===== src/include/radio_tx_defines.svh =====
`ifndef RADIO_TX_DEFINES_SVH
`define RADIO_TX_DEFINES_SVH

// Channel count and frontend sample width
`define RADIO_TX_NUM_CH   2
`define RADIO_TX_SAMPLE_W 32

// Settings bus addresses
`define RADIO_TX_SR_TIME_HI     8'd0
`define RADIO_TX_SR_TIME_LO     8'd1
// Channel n policy register sits at base + n
`define RADIO_TX_SR_POLICY_BASE 8'd4

// Response codes
`define RADIO_TX_CODE_EOB_ACK    32'd1
`define RADIO_TX_CODE_UNDERRUN   32'd2
`define RADIO_TX_CODE_TIME_ERROR 32'd8

// Policy bits are {next_burst, next_packet}
`define RADIO_TX_POLICY_RESET 2'b01

`endif


===== src/hdl/radio_tx_pkg.sv =====
`include "radio_tx_defines.svh"

package radio_tx_pkg;

  // Radio time in clock ticks
  typedef logic [63:0] vita_time_t;

  // One frontend sample
  typedef logic [`RADIO_TX_SAMPLE_W-1:0] sample_t;

  // Packet sequence number
  typedef logic [11:0] seqnum_t;

  // Response code word
  typedef logic [31:0] resp_code_t;

  // Channel number on the shared response output
  typedef logic [$clog2(`RADIO_TX_NUM_CH)-1:0] chan_id_t;

  // Settings bus address
  typedef logic [7:0] set_addr_t;

  // Per-channel controller states
  typedef enum logic [1:0] {
    idle,
    samp,
    error_wait
  } tx_state_e;

endpackage


===== src/hdl/tx_control.sv =====
`timescale 1ns/1ps
`include "radio_tx_defines.svh"

module tx_control #(
  parameter int CHAN = 0
) (
  input  logic                     clk,
  input  logic                     rst_n,
  input  radio_tx_pkg::vita_time_t vita_time,
  input  logic                     set_stb,
  input  radio_tx_pkg::set_addr_t  set_addr,
  input  logic [31:0]              set_data,
  input  radio_tx_pkg::sample_t    tx_data,
  input  radio_tx_pkg::vita_time_t tx_time,
  input  radio_tx_pkg::seqnum_t    tx_seqnum,
  input  logic                     tx_eob,
  input  logic                     tx_send_at,
  input  logic                     tx_last,
  input  logic                     tx_valid,
  output logic                     tx_ready,
  output logic                     run,
  output radio_tx_pkg::sample_t    sample,
  input  logic                     strobe,
  output logic                     resp_valid,
  input  logic                     resp_ready,
  output radio_tx_pkg::resp_code_t resp_code,
  output radio_tx_pkg::seqnum_t    resp_seqnum,
  output radio_tx_pkg::vita_time_t resp_time,
  output logic                     resp_is_error
);

  import radio_tx_pkg::*;

  localparam set_addr_t POLICY_ADDR = set_addr_t'(`RADIO_TX_SR_POLICY_BASE + CHAN);

  tx_state_e state;

  logic [1:0] policy;
  logic       policy_next_packet;
  logic       policy_next_burst;

  logic       time_now;
  logic       time_late;
  logic       beat_taken;
  logic       sop;
  logic       eob_reg;
  logic       pkt_eob;
  logic       at_boundary;
  seqnum_t    cur_seqnum;

  // Error policy register
  always_ff @(posedge clk or negedge rst_n) begin
    if (!rst_n) begin
      policy <= `RADIO_TX_POLICY_RESET;
    end else if (set_stb && (set_addr == POLICY_ADDR)) begin
      policy <= set_data[1:0];
    end
  end

  assign policy_next_packet = policy[0];
  assign policy_next_burst  = policy[1];

  // Timed start compare against the current radio time
  assign time_now  = (tx_time == vita_time);
  assign time_late = (tx_time < vita_time);

  assign beat_taken = tx_valid && tx_ready;

  // Packet position and the sideband of the last beat taken
  always_ff @(posedge clk or negedge rst_n) begin
    if (!rst_n) begin
      sop        <= 1'b1;
      eob_reg    <= 1'b0;
      cur_seqnum <= '0;
    end else if (beat_taken) begin
      sop        <= tx_last;
      eob_reg    <= tx_eob;
      cur_seqnum <= tx_seqnum;
    end
  end

  // eob on the bus is only trusted while a beat is there
  assign pkt_eob     = tx_valid ? tx_eob : eob_reg;
  assign at_boundary = (tx_valid && tx_last) || (!tx_valid && sop);

  always_ff @(posedge clk or negedge rst_n) begin
    if (!rst_n) begin
      state         <= idle;
      resp_valid    <= 1'b0;
      resp_code     <= '0;
      resp_seqnum   <= '0;
      resp_time     <= '0;
      resp_is_error <= 1'b0;
    end else begin
      if (resp_valid && resp_ready) begin
        resp_valid <= 1'b0;
      end

      case (state)
        idle: begin
          // Hold off a new packet while our last response is unread
          if (tx_valid && !resp_valid) begin
            if (!tx_send_at || time_now) begin
              state <= samp;
            end else if (time_late) begin
              resp_valid    <= 1'b1;
              resp_code     <= `RADIO_TX_CODE_TIME_ERROR;
              resp_seqnum   <= tx_seqnum;
              resp_time     <= vita_time;
              resp_is_error <= 1'b1;
              state         <= error_wait;
            end
          end
        end

        samp: begin
          if (strobe) begin
            if (!tx_valid) begin
              resp_valid    <= 1'b1;
              resp_code     <= `RADIO_TX_CODE_UNDERRUN;
              resp_seqnum   <= cur_seqnum;
              resp_time     <= vita_time;
              resp_is_error <= 1'b1;
              state         <= error_wait;
            end else if (tx_last && tx_eob) begin
              resp_valid    <= 1'b1;
              resp_code     <= `RADIO_TX_CODE_EOB_ACK;
              resp_seqnum   <= tx_seqnum;
              resp_time     <= vita_time;
              resp_is_error <= 1'b0;
              state         <= idle;
            end
          end
        end

        error_wait: begin
          // Drop data up to the next packet or burst boundary
          if (at_boundary && (policy_next_packet || (policy_next_burst && pkt_eob))) begin
            state <= idle;
          end
        end

        default: state <= idle;
      endcase
    end
  end

  // Run falls in the very cycle of an underrun
  assign run      = (state == samp) && !(strobe && !tx_valid);
  assign tx_ready = (state == error_wait) || ((state == samp) && strobe);
  assign sample   = tx_data;

  a_run_in_samp : assert property (
    @(posedge clk) disable iff (!rst_n)
    run |-> (state == samp)
  ) else $error("run high outside samp on channel %0d", CHAN);

  a_resp_stable : assert property (
    @(posedge clk) disable iff (!rst_n)
    (resp_valid && !resp_ready) |=>
      (resp_valid && $stable({resp_code, resp_seqnum, resp_time, resp_is_error}))
  ) else $error("response changed while stalled on channel %0d", CHAN);

endmodule


===== config.mk =====
export PLATFORM = sky130hd
export DESIGN_NAME = tx_control
export DESIGN_NICKNAME = d
export VERILOG_FILES = /design/src/hdl/radio_tx_pkg.sv /design/src/hdl/tx_control.sv
export VERILOG_INCLUDE_DIRS = /design/src /design/src/include
export SDC_FILE = /design/constraint.sdc
export NUM_CORES = 1
export LEC_CHECK = 0
export ABC_AREA = 1
export ABC_CLOCK_PERIOD_IN_PS = 2000
export BUFFER_PORTS_ARGS = -buffer_cell sky130_fd_sc_hd__buf_2
export CELL_PAD_IN_SITES_DETAIL_PLACEMENT = 0
export CELL_PAD_IN_SITES_GLOBAL_PLACEMENT = 2
export CORE_ASPECT_RATIO = 1.1
export CORE_MARGIN = 5
export CORE_UTILIZATION = 23
export DETAILED_ROUTE_END_ITERATION = 10
export HOLD_SLACK_MARGIN = 0.15
export PLACE_DENSITY = 0.86
export REMOVE_ABC_BUFFERS = 1
export SLEW_MARGIN = 15
export SYNTH_ARGS = -nofsm -noshare
export SYNTH_HDL_FRONTEND = slang
export SYNTH_SLANG_ARGS = --single-unit

===== constraint.sdc =====
create_clock -name clk -period 2 [get_ports clk]
set_input_delay 0.3 -clock clk [delete_from_list [all_inputs] [get_ports clk]]
set_output_delay 0.3 -clock clk [all_outputs]
set_load 0.05 [all_outputs]

==> impl_results.md, run 1 <==
* Outcome: finished clean
* Leakage power total at 5.18 nW
* Kind of critical path: input pin to flip-flop
* PwrDens at 1480 nW/um^2
* Std cell rows at 63
* First-pass GRT wire length at 33600 um
* Layout Nets at 1375
* Period utilisation layout at 96.3%
* CTS Buf Count at 9
* Most flop-heavy register: resp_time
* Routability congestion estimate at 0.764
* Die area at 30700 sq um
* Die X-Extent at 168 um
* Clock Latency Late Sink at 0.36 ns
* Via count at 6136
* Routed Antenna Nets at 0
* Tmin final at 1.93 ns
* Post-synthesis compound-gate area fraction at 6.78%
* Routed WL per cell at 16.3 um
* Root buf cell: clkbuf_16
* Syn avg cell area at 7.69 sq um
* CP max FO at 6
* Final HPWL DP at 16700 um
* Slew HR at 62.4%
* Setup crit end kind: flip-flop
* Fin Setup TNS at 0 ns
* Syn Inst Count at 816
* Worst-margin pin slew at 0.564 ns
* Post-Syn Area at 6280 sq um
* Initial Util at 23.3%
* Most frequent cells in the layout: buf_2, nand2_1, dfrtp_1
* Setup violators final at 0
* Worst clock skew at 0.00856 ns
* Max Cap Viol at 0
* Slowest Stage Delay on Critical Path at 0.35 ns
* Number of global-route vias before repair at 6010
* Sequential fraction of the synthesis area at 39.5%
* Clock sink total at 99
* Port Buffer Count at 241
* Clock-pin slew on the worst setup and hold paths at 0.08 ns
* TritonRoute pass-1 iters at 4
* VDD IR-drop max at 0.726 mV
* Max-slew violations at 0
* Seq cells post-synth at 99
* Initial antenna violation count at 3
* CP arrival at 2.18 ns
* RSZ-0062 raised after global routing: yes
* CP Cell Sequence: buf_2 > inv_1 > ha_1 > nand4_1 > nor3_4 > nand2_4 > o21ai_2 > buf_6 > a21oi_4 > buf_8 > clkbuf_16 > nand3_1 > nand2_1
* Top flop regs: resp_time (64), cur_seqnum (12), resp_seqnum (12)
* TritonCTS clock tree: done
* Longest Clk Path Bufs at 2
* Commonest non-fill, non-tap cell in the layout: buf_2
* Portion of netlist area occupied by mux cells at 0.359%
* FMAX at 519 MHz
* Total global-route track usage at 13.9%
* I/O Pins at 365
* DRC errors left at 0
* Seq. cell area at 2480 sq um
* Hold Violations, Final at 0
* # fillers at 2913
* Via density at 4.22
* Unique cell type count in the Yosys netlist at 27
* Yosys warning count at 0
* GRT Residual Overflow at 0
* Final wirelength at 23600 um
* WP buf/inv at 5
* Dpl cells at 1413
* Largest family of logic cells by synthesized area: simple AND/OR/NAND/NOR gates
* Core box area at 27000 sq um
* Synth Area in XOR/XNOR at 0%
* Top delay family on crit path: simple AND/OR/NAND/NOR gates
* Drt initial violations at 232
* Area grow syn2layout at 47.0%
* H-tree depth at 3
* Multi-input gate area at 3500 sq um
* Max reg flops at 64
* Post-Synth Simple-Gate Area at 25.2%
* Synth Area in Adders at 12.8%
* Share of layout cells above drive strength 1 at 40.4%
* Required @ worst endpoint at 2.25 ns
* Die Y-Extent at 183 um
* Hold/Removal Path Class: input pin to flip-flop
* Post-Layout Cell Count at 1453
* CP max-delay cell: nor3_4
* Largest net degree at the start of global routing at 100
* Crit start category: input pin
-- through the flow --
stage          cell area (sq um)  utilization [%]  setup slack, ns  hold WS [ns]  power, mW
2_1_floorplan               5780                -            -2.31       0.00441       8.23
3_3_place_gp                7980             29.6           -0.433         0.418       10.5
3_5_place_dp                7980             29.6           -0.438         0.427       10.6
4_1_cts                     8370             31.0          0.00230         0.158       12.6
5_1_grt                     9230             34.2          -0.0590         0.162       14.6
6_report                    9230             34.2           0.0746         0.180       13.7
-- worst min-delay path, delay by kind of cell --
kind / cells / cell delay [ns]
buf+inv: 1 / 0.08
simple gates: 2 / 0.13
-- power breakdown --
part | switching, mW | internal, mW
Sequential | 0.565 | 2.96
Clock | 0.883 | 0.866
Combinational | 5.81 | 2.62
-- layout make-up --
class                      instances  share of cell area, %
clock buffer                       9                   2.44
clock inverter                     7                  0.664
multi-input combinational        561                   37.9
tap                              357                   4.84
inverter                          96                   3.96
antenna                            1                 0.0271
timing repair buffer             323                   23.3
sequential                        99                   26.9
-- cells by family (layout without fill, tap and decap cells) --
logic type                 after synthesis  in the layout
and+or+nand+nor                        385            386
other                                    1             30
buffers and inverters                  185            435
AOI/OAI and AO/OA                       80             80
muxes                                    2              2
DFF                                     99             99
adders and majority gates               64             64
-- per-layer routing --
layer | track usage, % | wire length [um] | up-vias
met1 | 17.7 | 10300 | 2785
met2 | 21.4 | 10600 | 252
met5 | 1.86 | 107 | -
met3 | 6.49 | 2380 | 22
li1 | - | - | 3071
met4 | 3.08 | 260 | 6
-- cell usage after synthesis (all sizes together) --
cell | number | area [sq um]
nand2 | 264 | 993
dfrtp | 97 | 2430
inv | 96 | 360
nand3 | 85 | 425
buf | 77 | 558
ha | 64 | 801
o21ai | 38 | 190
a21oi | 33 | 169
nor2 | 23 | 86.3
clkbuf | 12 | 45.0
nand4 | 6 | 37.5
nor3 | 4 | 20.0
o21a | 4 | 30.0
dfstp | 2 | 52.6
mux2 | 2 | 22.5
nor4 | 2 | 12.5
o21bai | 2 | 15.0
a211oi | 1 | 7.51
a21o | 1 | 7.51
a31oi | 1 | 6.26
conb | 1 | 3.75
nor3b | 1 | 7.51
-- worst paths after layout --
check / endpoint / start / slack (ns) / cells after the start
hold / removal: resp_time[63] / vita_time[63] / 0.18 / 3
max in group asynchronous: policy[0] / rst_n / 1.03 / 3
setup reg to reg: resp_time[36] / state[0] / 0.08 / 11
setup / recovery: resp_time[52] / vita_time[62] / 0.07 / 13
min in group asynchronous: resp_seqnum[11] / rst_n / 0.56 / 3
hold reg to reg: resp_time[33] / resp_time[33] / 0.47 / 2
-- timing repair --
action                     4_1_cts  5_1_grt
pin swaps                        1       30
setup endpoints to repair       77       83
hold buffers                     1        0
gates cloned                     2       14
hold endpoints to repair        97        0
buffers inserted                 2        5
resized for setup                6      124
Power figures use the tool's default switching activity.
==> run 2: changes to the inputs <==
- CORE_ASPECT_RATIO: 1.1 -> 0.5
- CORE_MARGIN: 5 -> not set
==> run 2 against run 1 <==
  * Clock skew shrank 0.0014 ns
  * Fmax decreased by 0.34%
  * Clock power up 11%
  * Largest power group unchanged
  * Register-to-register slack better by 0.03 ns
  * Highest routed layer unchanged
==> impl_results.md, run 2 (synthesis gave the netlist of run 1 again) <==
* Outcome: finished clean
* Routability congestion estimate at 0.868 (+14%)
* RSZ-0062 raised after global routing: yes
* Via count at 6320 (+3.0%)
* PwrDens at 1510 nW/um^2 (+1.5%)
* Top flop regs: resp_time (64), cur_seqnum (12), resp_seqnum (12)
* R2r endpoint: resp_time[53]
* Worst R2R Setup Slack at 0.11 ns (+0.03 ns)
* Most frequent cells in the layout: nand2_1, buf_2, dfrtp_1
* Core box area at 26600 sq um (-1.2%)
* GRT Residual Overflow at 0 (unchanged)
* Via density at 4.38 (+3.8%)
* Setup violators final at 0 (unchanged)
* Longest Clk Path Bufs at 2 (unchanged)
* First-pass GRT wire length at 33000 um (-1.6%)
* Die area at 28000 sq um (-8.8%)
* Tmin final at 1.93 ns (+0.00656 ns)
* Fin Setup TNS at 0 ns (unchanged)
* R2R Path Start: state[0]
* Final HPWL DP at 17700 um (+5.7%)
* CP arrival at 2.22 ns (+0.04 ns)
* Clock sink total at 99 (unchanged)
* Leakage power total at 5.08 nW (-2.0%)
* Util after Layout at 34.1% (-0.12 points)
* Final wirelength at 25800 um (+9.2%)
* Met3 WL at 1650 um (-31%)
* Highest Signal Layer: met5
* DRC errors left at 0 (unchanged)
* Max Cap Viol at 0 (unchanged)
* Post-Layout Cell Count at 1442 (-0.76%)
* CP max FO at 6 (unchanged)
* Place WS at -0.522 ns (-0.0845 ns)
* Share of layout cells above drive strength 1 at 37.2% (-3.2 points)
* Worst Setup SP: vita_time[25]
* Final worst slack at 0.0680 ns (-0.00656 ns)
* Required @ worst endpoint at 2.29 ns (+0.04 ns)
* Largest net degree at the start of global routing at 81 (-19%)
* Port Buffer Count at 241 (unchanged)
* TritonRoute pass-1 iters at 4 (unchanged)
* Commonest non-fill, non-tap cell in the layout: nand2_1
* # fillers at 2790 (-4.2%)
* Total global-route track usage at 15.6% (+1.7 points)
* TritonCTS clock tree: done
* Root buf cell: clkbuf_16
* Crit start category: input pin
* Layout Nets at 1364 (-0.80%)
* WHS Path Cells at 2 (-1)
* Routed Antenna Nets at 0 (unchanged)
* Worst clock skew at 0.00712 ns (-0.00145 ns)
* Std cell rows at 42 (-33%)
* Kind of critical path: input pin to flip-flop
* Hold endpoint: policy[1]
* Dpl cells at 1397 (-1.1%)
* CTS Buf Count at 9 (unchanged)
* Routed WL per cell at 17.9 um (+10%)
* Most flop-heavy register: resp_time
* Worst reg2reg path depth at 13 (+2)
* Setup crit end kind: flip-flop
* Worst hold start: set_data[1]
* Initial antenna violation count at 7 (+4)
* Max-slew violations at 0 (unchanged)
* Number of global-route vias before repair at 5803 (-3.4%)
* Period utilisation layout at 96.6% (+0.33 points)
* FMAX at 518 MHz (-0.34%)
* Hold Violations, Final at 0 (unchanged)
* Die Y-Extent at 119 um (-35%)
* Max reg flops at 64 (unchanged)
* Clock-pin slew on the worst setup and hold paths at 0.07 ns (about the same)
* Hold/Removal Path Class: input pin to flip-flop
* H-tree depth at 3 (unchanged)
* Die X-Extent at 236 um (+41%)
* VDD IR-drop max at 0.513 mV (-29%)
* Met1 wire length at 11100 um (+7.5%)
* Area grow syn2layout at 44.8%
* I/O Pins at 365 (unchanged)
* Clock Latency Late Sink at 0.35 ns (about the same)
* Initial Util at 23.6% (+0.28 points)
* Wire length on met2 at 12400 um (+17%)
* Drt initial violations at 337 (+45%)
## run 2: cell types whose count changed in the layout (fill, tap and decap cells not counted), moves of 7 or more
cell,previous run,this run
nand3_2,7,0
nand2_1,218,243
buf_4,57,45
nand3_1,78,85
nand2_4,10,0
nand2_2,34,19
inv_2,4,11
## run 2: per-stage QoR
step / hold WS (ns) / power, mW / cell area, sq um
after floorplan: 0.00441 / 8.23 / 5780
after detailed placement: 0.252 / 10.5 / 7900
after CTS: 0.162 / 12.5 / 8230
final: 0.175 / 13.7 / 9090
after global routing: 0.167 / 14.4 / 9090
after global placement: 0.249 / 10.4 / 7900
## run 2: per-layer routing
layer  GRT usage (%)  up-vias
met3            4.91       36
met1            19.0     3034
met5            3.57        -
met4            4.98        2
met2            26.0      195
li1                -     3053
## run 2: timing repair
action                     CTS  global route
gates cloned                 0            17
setup buffers                0             5
hold buffers                 1             0
setup endpoints to repair   82            83
resized for setup            2            87
pin swaps                    0            44
hold endpoints to repair    24             0
## run 2: report_power, final
group / total [mW] / switching [mW] / internal, mW
combinational: 8.29 / 5.89 / 2.41
clock: 1.94 / 0.838 / 1.10
sequential: 3.46 / 0.501 / 2.96
## run 2: worst max-delay path, stage by stage
cell	delay (ns)
buf_2	0.10
inv_1	0.06
ha_4	0.26
nand2_1	0.06
nor2_2	0.11
nand2_2	0.07
nor3b_2	0.15
buf_4	0.13
nand2_2	0.06
o21ai_4	0.20
a21oi_4	0.09
buf_12	0.15
buf_12	0.12
nand2_8	0.09
clkbuf_16	0.17
nand2_1	0.05
nand2_1	0.05
## run 2: area by class of cell
type	instances	area, sq um	share of cell area (%)
inverter	96	360	3.96
multi-input combinational	562	3410	37.5
clock inverter	6	87.6	0.964
antenna	6	15.0	0.165
sequential	99	2480	27.3
timing repair buffer	311	2070	22.7
tap	352	440	4.85
clock buffer	10	229	2.52
## run 2: worst max path at each step
| stage | endpoint | slack [ns] |
|---|---|---|
| floorplan | resp_code[3] | -2.31 |
| global placement | resp_time[8] | -0.44 |
| detailed placement | resp_time[56] | -0.52 |
| CTS | resp_valid | 0.009 |
| global route | resp_time[56] | -0.04 |
| finish | resp_time[53] | 0.07 |
